<file path="src/design/tenyrPkg.sv">
`default_nettype none

package tenyrPkg;

    localparam int wordWidth = 32;
    localparam int immWidth  = 12;

    typedef logic [wordWidth-1:0] wordT;
    typedef logic [3:0]           regIndexT;
    typedef logic [3:0]           opcodeT;
    typedef logic [3:0]           phaseT;

    // Bit positions inside an instruction word
    localparam int typeBit   = 30;
    localparam int storeBit  = 29;
    localparam int derefBit  = 28;
    localparam int zLsb      = 24;
    localparam int xLsb      = 20;
    localparam int yLsb      = 16;
    localparam int opcodeLsb = 12;

    // ALU operations, codes 4 and 15 reserved
    localparam opcodeT opOr     = 4'h0;
    localparam opcodeT opAnd    = 4'h1;
    localparam opcodeT opAdd    = 4'h2;
    localparam opcodeT opMul    = 4'h3;
    localparam opcodeT opShl    = 4'h5;
    localparam opcodeT opLt     = 4'h6;
    localparam opcodeT opEq     = 4'h7;
    localparam opcodeT opGt     = 4'h8;
    localparam opcodeT opAndNot = 4'h9;
    localparam opcodeT opXor    = 4'ha;
    localparam opcodeT opSub    = 4'hb;
    localparam opcodeT opXnor   = 4'hc;
    localparam opcodeT opShr    = 4'hd;
    localparam opcodeT opNe     = 4'he;

    localparam regIndexT zeroIndex = 4'h0; // Always reads zero
    localparam regIndexT pcIndex   = 4'hf; // Reads next instruction address

    // One-hot instruction phases
    localparam phaseT phaseFetch     = 4'b0001;
    localparam phaseT phaseExecute   = 4'b0010;
    localparam phaseT phaseCommit    = 4'b0100;
    localparam phaseT phaseWriteback = 4'b1000;

    localparam wordT defaultResetVector = 32'h0000_1000;

endpackage

`default_nettype wire

</file>
<file path="src/design/execUnit.sv">
`default_nettype none
`timescale 1ns/1ps

module execUnit (
    input  logic             clk,
    input  logic             executeEn,
    input  tenyrPkg::opcodeT opcode,
    input  tenyrPkg::wordT   left,
    input  tenyrPkg::wordT   right,
    input  tenyrPkg::wordT   addend,
    output tenyrPkg::wordT   rhs
);

    import tenyrPkg::*;

    wordT opResult;
    logic signedLt;
    logic signedGt;
    logic isEqual;

    assign signedLt = $signed(left) < $signed(right);
    assign signedGt = $signed(left) > $signed(right);
    assign isEqual  = (left == right);

    always_comb begin
        case (opcode)
            opOr: begin
                opResult = left | right;
            end
            opAnd: begin
                opResult = left & right;
            end
            opAdd: begin
                opResult = left + right;
            end
            opMul: begin
                opResult = left * right;  // Low word of product
            end
            opShl: begin
                opResult = left << right;  // Full shift count, large counts give zero
            end
            opLt: begin
                opResult = {wordWidth{signedLt}};
            end
            opEq: begin
                opResult = {wordWidth{isEqual}};
            end
            opGt: begin
                opResult = {wordWidth{signedGt}};
            end
            opAndNot: begin
                opResult = left & ~right;
            end
            opXor: begin
                opResult = left ^ right;
            end
            opSub: begin
                opResult = left - right;
            end
            opXnor: begin
                opResult = left ^ ~right;
            end
            opShr: begin
                opResult = left >> right;  // Logical
            end
            opNe: begin
                opResult = {wordWidth{!isEqual}};
            end
            default: begin
                opResult = '0;  // Reserved codes
            end
        endcase
    end

    always_ff @(posedge clk) begin
        if (executeEn) begin
            rhs <= opResult + addend;
        end
    end

endmodule

`default_nettype wire

</file>
<file path="src/design/instrDecoder.sv">
`default_nettype none
`timescale 1ns/1ps

module instrDecoder (
    input  tenyrPkg::wordT     instr,
    output tenyrPkg::regIndexT indexZ,
    output tenyrPkg::regIndexT indexX,
    output tenyrPkg::regIndexT indexY,
    output tenyrPkg::opcodeT   opcode,
    output tenyrPkg::wordT     immediate,
    output logic               operandSwap,
    output logic               storing,
    output logic               derefRhs,
    output logic               branch,
    output logic               illegal
);

    import tenyrPkg::*;

    logic [immWidth-1:0] rawImm;

    assign operandSwap = instr[typeBit];  // Immediate moves to the right operand
    assign storing     = instr[storeBit];
    assign derefRhs    = instr[derefBit];

    assign indexZ = instr[zLsb +: 4];
    assign indexX = instr[xLsb +: 4];
    assign indexY = instr[yLsb +: 4];
    assign opcode = instr[opcodeLsb +: 4];

    assign rawImm    = instr[immWidth-1:0];
    assign immediate = {{(wordWidth - immWidth){rawImm[immWidth-1]}}, rawImm}; // Sign extend

    // Writing Z=PC without a store redirects the fetch
    assign branch  = (indexZ == pcIndex) && !storing;
    assign illegal = &instr;  // All-ones word halts

endmodule

`default_nettype wire

</file>
<file path="src/design/phaseSequencer.sv">
`default_nettype none
`timescale 1ns/1ps

module phaseSequencer (
    input  logic            clk,
    input  logic            reset_n,
    input  logic            enable,
    input  logic            haltReq,
    input  logic            illegal,
    output tenyrPkg::phaseT phase,
    output logic            executeEn,
    output logic            commitEn,
    output logic            writeEn,
    output logic            halted
);

    import tenyrPkg::*;

    phaseT mask;    // Trails phase by one rotation after reset
    phaseT active;
    logic  running;
    logic  atBoundary;

    assign running    = enable && !halted;
    assign active     = phase & mask;
    assign atBoundary = (phase == phaseWriteback);

    assign executeEn = running && (active == phaseExecute);
    assign commitEn  = running && (active == phaseCommit);
    assign writeEn   = running && (active == phaseWriteback);

    always_ff @(posedge clk) begin
        if (!reset_n) begin
            phase  <= phaseFetch;
            mask   <= '0;
            halted <= 1'b0;
        end else if (running) begin
            phase <= {phase[2:0], phase[3]};
            // A new instruction only starts if no halt is requested
            mask  <= {mask[2:0], atBoundary && !haltReq};
            if ((executeEn && illegal) || (atBoundary && haltReq)) begin
                halted <= 1'b1;  // Sticky until reset
            end
        end
    end

    assert property (@(posedge clk) disable iff (!reset_n) $onehot(phase));

    assert property (@(posedge clk) disable iff (!reset_n)
        $onehot0({executeEn, commitEn, writeEn}));

endmodule

`default_nettype wire

</file>
<file path="src/design/programCounter.sv">
`default_nettype none
`timescale 1ns/1ps

module programCounter #(
    parameter tenyrPkg::wordT resetVector = tenyrPkg::defaultResetVector
) (
    input  logic           clk,
    input  logic           reset_n,
    input  logic           commitEn,
    input  logic           branch,
    input  tenyrPkg::wordT target,
    output tenyrPkg::wordT instrAddr,
    output tenyrPkg::wordT nextPc
);

    import tenyrPkg::*;

    wordT loadAddr;

    assign loadAddr = branch ? target : nextPc;  // Taken branch or fall through

    always_ff @(posedge clk) begin
        if (!reset_n) begin
            instrAddr <= resetVector;
            nextPc    <= resetVector + 1'b1;
        end else if (commitEn) begin
            instrAddr <= loadAddr;
            nextPc    <= loadAddr + 1'b1;
        end
    end

    // Register 15 must always see the address after the current fetch
    assert property (@(posedge clk) disable iff (!reset_n)
        !commitEn |-> (nextPc == instrAddr + 1'b1));

endmodule

`default_nettype wire

</file>
<file path="src/design/regFile.sv">
`default_nettype none
`timescale 1ns/1ps

module regFile (
    input  logic               clk,
    input  logic               reset_n,
    input  logic               writeEn,
    input  tenyrPkg::regIndexT indexZ,
    input  tenyrPkg::regIndexT indexX,
    input  tenyrPkg::regIndexT indexY,
    input  tenyrPkg::wordT     writeData,
    input  tenyrPkg::wordT     nextPc,
    output tenyrPkg::wordT     valueZ,
    output tenyrPkg::wordT     valueX,
    output tenyrPkg::wordT     valueY
);

    import tenyrPkg::*;

    wordT regs [1:14];  // Only the writable registers are stored

    logic zIsZero;
    logic zIsPc;
    logic commitWrite;

    function automatic wordT readPort(input regIndexT index, input wordT pcValue);
        wordT value;
        if (index == zeroIndex) begin
            value = '0;
        end else if (index == pcIndex) begin
            value = pcValue;
        end else begin
            value = regs[index];
        end
        return value;
    endfunction

    assign valueZ = readPort(indexZ, nextPc);
    assign valueX = readPort(indexX, nextPc);
    assign valueY = readPort(indexY, nextPc);

    assign zIsZero     = (indexZ == zeroIndex);
    assign zIsPc       = (indexZ == pcIndex);
    assign commitWrite = reset_n && writeEn && !zIsZero && !zIsPc;

    always_ff @(posedge clk) begin
        if (commitWrite) begin
            regs[indexZ] <= writeData;
        end
    end

    // A write aimed at r0 leaves the stored registers untouched
    assert property (@(posedge clk) disable iff (!reset_n)
        (writeEn && zIsZero) |=>
            (!$stable(indexX) || indexX == pcIndex || $stable(valueX)));

endmodule

`default_nettype wire

</file>
<file path="src/design/tenyrCore.sv">
`default_nettype none
`timescale 1ns/1ps

module tenyrCore #(
    parameter tenyrPkg::wordT resetVector = tenyrPkg::defaultResetVector
) (
    input  logic           clk,
    input  logic           reset_n,
    input  logic           enable,
    output tenyrPkg::wordT instrAddr,
    input  tenyrPkg::wordT instrData,
    output tenyrPkg::wordT dataAddr,
    output logic           dataWe,
    output tenyrPkg::wordT dataOut,
    input  tenyrPkg::wordT dataIn,
    input  logic           haltReq,
    output logic           halted
);

    import tenyrPkg::*;

    phaseT    phase;
    logic     executeEn;
    logic     commitEn;
    logic     writeEn;
    wordT     instr;
    regIndexT indexZ;
    regIndexT indexX;
    regIndexT indexY;
    opcodeT   opcode;
    wordT     immediate;
    logic     operandSwap;
    logic     storing;
    logic     derefRhs;
    logic     branch;
    logic     illegal;
    wordT     valueZ;
    wordT     valueX;
    wordT     valueY;
    wordT     right;
    wordT     addend;
    wordT     rhs;
    wordT     rhsValue;
    wordT     nextPc;

    phaseSequencer u_phaseSequencer (
        .clk       (clk),
        .reset_n   (reset_n),
        .enable    (enable),
        .haltReq   (haltReq),
        .illegal   (illegal),
        .phase     (phase),
        .executeEn (executeEn),
        .commitEn  (commitEn),
        .writeEn   (writeEn),
        .halted    (halted)
    );

    programCounter #(
        .resetVector (resetVector)
    ) u_programCounter (
        .clk       (clk),
        .reset_n   (reset_n),
        .commitEn  (commitEn),
        .branch    (branch),
        .target    (rhsValue),
        .instrAddr (instrAddr),
        .nextPc    (nextPc)
    );

    // Instruction latch, memory answers within the fetch cycle
    always_ff @(posedge clk) begin
        if (enable && phase == phaseFetch) begin
            instr <= instrData;
        end
    end

    instrDecoder u_instrDecoder (
        .instr       (instr),
        .indexZ      (indexZ),
        .indexX      (indexX),
        .indexY      (indexY),
        .opcode      (opcode),
        .immediate   (immediate),
        .operandSwap (operandSwap),
        .storing     (storing),
        .derefRhs    (derefRhs),
        .branch      (branch),
        .illegal     (illegal)
    );

    regFile u_regFile (
        .clk       (clk),
        .reset_n   (reset_n),
        .writeEn   (writeEn && !storing),  // Stores leave Z untouched
        .indexZ    (indexZ),
        .indexX    (indexX),
        .indexY    (indexY),
        .writeData (rhsValue),
        .nextPc    (nextPc),
        .valueZ    (valueZ),
        .valueX    (valueX),
        .valueY    (valueY)
    );

    assign right  = operandSwap ? immediate : valueY;  // Z <- X op I + Y form
    assign addend = operandSwap ? valueY : immediate;

    execUnit u_execUnit (
        .clk       (clk),
        .executeEn (executeEn),
        .opcode    (opcode),
        .left      (valueX),
        .right     (right),
        .addend    (addend),
        .rhs       (rhs)
    );

    assign rhsValue = derefRhs ? dataIn : rhs;
    assign dataAddr = derefRhs ? rhs : valueZ;
    assign dataOut  = derefRhs ? valueZ : rhs;
    assign dataWe   = storing && commitEn;

    // A store may only leave the core in the commit phase of a live core
    assert property (@(posedge clk) disable iff (!reset_n)
        dataWe |-> (phase == phaseCommit) && !halted);

endmodule

`default_nettype wire

</file>
<file path="config.mk">
export PLATFORM = sky130hd
export DESIGN_NAME = tenyrCore
export DESIGN_NICKNAME = d
export VERILOG_FILES = /design/src/design/tenyrPkg.sv /design/src/design/execUnit.sv /design/src/design/instrDecoder.sv /design/src/design/phaseSequencer.sv /design/src/design/programCounter.sv /design/src/design/regFile.sv /design/src/design/tenyrCore.sv
export SDC_FILE = /design/constraint.sdc
export NUM_CORES = 2
export LEC_CHECK = 0
export BUFFER_PORTS_ARGS = -buffer_cell sky130_fd_sc_hd__buf_2
export CORE_MARGIN = 10
export CORE_UTILIZATION = 49
export DETAILED_ROUTE_END_ITERATION = 7
export MAX_ROUTING_LAYER = met4
export PLACE_DENSITY = 0.65
export SLEW_MARGIN = 40
export SYNTH_ARGS = -nofsm -noshare
export SYNTH_HDL_FRONTEND = slang
export SYNTH_SLANG_ARGS = --single-unit
</file>
<file path="constraint.sdc">
create_clock -name clk -period 20.3 [get_ports clk]
set_input_delay 1.015 -clock clk [delete_from_list [all_inputs] [get_ports clk]]
set_output_delay 1.015 -clock clk [all_outputs]
set_load 0.02 [all_outputs]
</file>
# == Yosys cells after proc, flatten, opt, wreduce, memory -nomap -nowiden ==
# Memories as Yosys holds them, arrays and structs flattened. A register that Yosys moved wholly into a read port is not among the register bits.
# Index checks and enable logic that the tools add are counted.
# classes
n_addsub,4
magnitude_cmp,2
n_reduce_logical,27
n_bitwise,7
n_mul,1
mux,18
eq_ne,22
shifts,2
# op_table
cell,count
32-bit case mux with 14 select lines,1
32-bit two-way mux,12
32-bit adder,2
32-bit bitwise AND,2
32-bit bitwise XOR,2
"4-bit == test, second input constant",12
"32-bit by 1-bit adder with 32-bit output, second input constant",1
32-bit == test,1
32-bit > comparator,1
32-bit less-than comparator,1
32-bit by 32-bit multiplier with 32-bit output,1
32-bit inverter,1
32-bit OR,1
32-bit AND reduction,1
32-bit by 32-bit << shifter with 32-bit output,1
32-bit by 32-bit right shift with 32-bit output,1
32-bit subtractor,1
"4-bit by 3-bit == test with 1-bit output, second input constant",4
4-bit zero test,4
1-bit logical AND,14
"4-bit by 2-bit == test with 1-bit output, second input constant",3
4-bit two-way mux,3
"4-bit by 1-bit == test with 1-bit output, second input constant",2
1-bit zero test,6
other kinds (4),5
# totals
mem_bits_rw,448
mem_count,1
ff_bits,137
in_bits,68
output_inout_bits,98
# memory_table
memory,depth,width,rd,rd_ports_with_merged_regs,wr,line_no,rtl
u_regFile.regs,14,32,3,3,1,regFile.sv:20,wordT regs [1:14];

# == Depth between registers and ports, before layout ==
# depth
depth_word,9
ltp_mapped,57
mapped_depth_nobuf,48

# == Cells and area by module ==
# From an unflattened synthesis, not the netlist that was laid out.
# hier_totals
cells_unflattened,6459
area_unflattened_um2,61805.5
# modules_own_cells
mod,area_each_um2,seq_area_each_um2,n_inst,cells_per_inst
execUnit,27087.2,960.9,1,3476
regFile,26494.2,13452.9,1,2040
programCounter,4068.9,1281.2,1,515
tenyrCore,3284.4,960.9,1,313
instrDecoder,455.4,0.0,1,63
phaseSequencer,415.4,180.2,1,52

# == Least setup slack after synthesis ==
# Ideal clock, no wire load.
# synth_timing
path_type,register to register
start,reg (tool-made name)
end,"reg u_execUnit.rhs[31], data pin"
arrival_time_ps,11574
setup_slack_ps,8469
path_stages_with_launch,53
setup_time_ps,258
required_ps,20042
period_less_slack_ps,11831
cell_sequence,dfxtp_1 buf_6 buf_12 buf_8 buf_6 buf_6 mux4_2 a211oi_1 o311ai_1 nand3_1 buf_2 buf_2 buf_1 buf_2 buf_1 nor2_1 fa_1 inv_1 (+17 left out) xnor2_1 o21ai_0 a221oi_1 nand3_1 ha_1 a21oi_1 a21bo_2 a21oi_1 o21ai_0 o41a_1 a41o_1 o41ai_1 o21ai_0 o21a_1 o21ai_0 a21oi_1 xnor2_1 xnor2_1
# synth_rtl
element,line_no,rtl
"end signal, assigned",execUnit.sv:77,rhs <= opResult + addend;
"end, declared",execUnit.sv:11,output tenyrPkg::wordT rhs

==> out/metrics.yaml <==
cts_tree: "done"
max_slew_margin_pct: 27.6
drtPass1Iterations: 6
layout.nets: 6901
synth-main-ff-cell: "edfxtp_1"
reg2reg_to: "u_execUnit.rhs[31]$_DFFE_PP_"
via_count: 52434
start_util_pct: 49.3
io-pin-count: 166
status: "finished clean"
synth_largest_area_cell: "edfxtp_1"
grt_pass1_vias: 50559
clockBufferDepth: 3
die_w_um: 370
cts.clk_slew.worst_paths_ns: 0.07
clk_latency_ns: 0.67
drtIter0Drc: 7471
min_from: "u_programCounter.instrAddr[3]$_SDFFE_PN0P_"
required_ns: 20.70
holdPathEnd: "u_programCounter.instrAddr[3]$_SDFFE_PN0P_"
drcViolationCount: 0
finalSetupTns_ns: 0
hold_viol: 0
whs_ns: 0.465
syn-cell-area_sq_um: 59900
cpPeakStageDelay_ns: 0.80
ant_nets: 0
avgSynthCellArea_sq_um: 9.62
drv_slew: 0
cts-root-buf: "clkbuf_16"
area_growth_pct: 7.88
antenna_found_initial: 9
finalSetupViolations: 0
postCtsResizedCells: 0
fin_skew_ns: 0.0399
netlist_instances: 6225
gr-total-overflow: 0
regToRegSetupSlack_ns: 6.44
totalWireLength_mm: 253
place_ws_ns: 6.77
finalNonFillerCells: 7856
ctsHoldBuffers: 0
hpwl_mm: 180
drv_cap: 0
layout_common_cells: "nand2_1, nor2_1, inv_1, edfxtp_1, fa_1"
ys_seq_elements: 597
synth_edf_count: 512
post_cts_buffers: 0
seq_area_sq_um: 17100
rsz0062_at_grt: "false"
io_buffers: 165
fmax_mhz: 72.2
placed_cells: 7726
fillerInstances: 10870
core_area_sq_um: 122000
finalCritPeriodShare_pct: 68.3
drive_gt1_share_pct: 13.7
worstMarginPinSlew_ns: 1.08
path_max_fanout: 35
synthArstFlopShare_pct: 0
crit_arrival_ns: 14.26
slowest_stage: "dfxtp_4"
synth.top_cell.area_share_pct: 25.7
holdPathStages: 2
ys_seq_area_share_pct: 28.5
gp_congestion: 1.07
yosysWarnings: 0
path_class: "reg2reg"
syn_nets: 6954
viasPerCell: 6.67
multi_input_area_sq_um: 38800
grt_pass1_wl_mm: 360
hp-class: "reg2reg"
fin_ws_ns: 6.44
path_common_cell: "fa_1"
rr_worst_depth: 40
layout_commonest_cell: "nand2_1"
rows: 128
fin_crit_ns: 13.86
die_h_um: 370
wire_per_inst_um: 32.2
clock_sinks: 597
dieArea_sq_um: 137000
synth_area_leaders: "edfxtp_1, fa_1, mux4_2"
worst_setup_path_start_kind: "flip-flop"
grt_use_total_pct: 37.1
grt_max_degree: 165
synth_cell_types: 105
cp-end-kind: "flip-flop"
cts_buffers: 67
htree_levels: 3
==> synth_stat cells, types with 28 or more instances <==
library cell and instances:
a211oi_1 173, a21o_1 90, a21oi_1 364, a31oi_1 29, and2_1 42, buf_1 59, buf_2 65, buf_6 28
clkbuf_1 285, dfxtp_1 85, edfxtp_1 512, fa_1 411, ha_1 250, inv_1 587, mux2_2 30, mux2i_1 332
mux4_2 208, nand2_1 649, nand3_1 70, nor2_1 633, nor2b_1 67, nor3_1 80, o211ai_1 74, o21ai_0 271
o21bai_1 38, o221ai_1 44, o22ai_1 31, o31ai_1 60, xnor2_1 140, xor2_1 40
==> sequential cells by signal, summed over array words and instances (netlist names), named ones only <==
name	flops
u_phaseSequencer.phase	4
u_regFile.regs	448
u_programCounter.instrAddr	32
u_phaseSequencer.halted	1
u_programCounter.nextPc	32
u_execUnit.rhs	32
u_phaseSequencer.mask	4
instr	32
==> how the worst max path moves through the flow <==
stage | to | slack [ns] | cells past startpoint
floorplan | u_execUnit.rhs[31]$_DFFE_PP_ | 8.47 | 52
global placement | u_execUnit.rhs[31]$_DFFE_PP_ | 6.83 | 44
detailed placement | u_execUnit.rhs[31]$_DFFE_PP_ | 6.77 | 44
CTS | u_execUnit.rhs[31]$_DFFE_PP_ | 6.68 | 44
global route | u_execUnit.rhs[31]$_DFFE_PP_ | 5.90 | 44
finish | u_execUnit.rhs[31]$_DFFE_PP_ | 6.44 | 40
==> logic make-up after synthesis <==
logic type / Yosys count / synth area share, %
DFF: 597 / 28.5
xor gates and xnor gates: 187 / 2.89
and+or+nand+nor: 1705 / 12.3
muxes: 572 / 14.0
buffers and inverters: 1080 / 7.56
AOI/OAI and AO/OA: 1423 / 15.7
adders and majority gates: 661 / 19.0
==> worst max-delay path: cells and delay by family (launching register included) <==
family / cells / cell delay, ns
AO/OA/AOI/OAI: 12 / 3.44
XOR/XNOR: 3 / 0.51
adder cells (fa/ha/maj): 10 / 4.66
buffers and inverters: 7 / 1.72
flip-flops: 1 / 0.80
multiplexers: 1 / 0.12
AND/OR/NAND/NOR: 7 / 2.25
==> metal layers <==
layer	GRT usage (%)	up-vias	wire, um
met4	27.6	0	23600
met5	-	-	0
met3	10.6	1065	31000
met1	43.5	25752	88500
li1	-	21925	-
met2	54.1	3692	110000
==> final cells by class <==
| type | count | share of cell area [%] |
|---|---|---|
| Multi-Input combinational cell | 4548 | 60.0 |
| Sequential cell | 597 | 26.5 |
| Inverter | 616 | 3.58 |
| Timing Repair Buffer | 342 | 3.47 |
| Tap cell | 1625 | 3.15 |
| Clock buffer | 92 | 2.87 |
| Clock inverter | 29 | 0.411 |
| Antenna cell | 7 | 0.0271 |
==> per-stage QoR <==
stage	cell area, sq um	utilization (%)
after global routing	64600	53.1
after detailed placement	62400	51.3
final	64600	53.1
after floorplan	59900	-
after CTS	64500	53.0
after global placement	62200	51.1
Power is not shown: default switching activity piles up to over one toggle a cycle in this logic, so the estimate is an artifact.
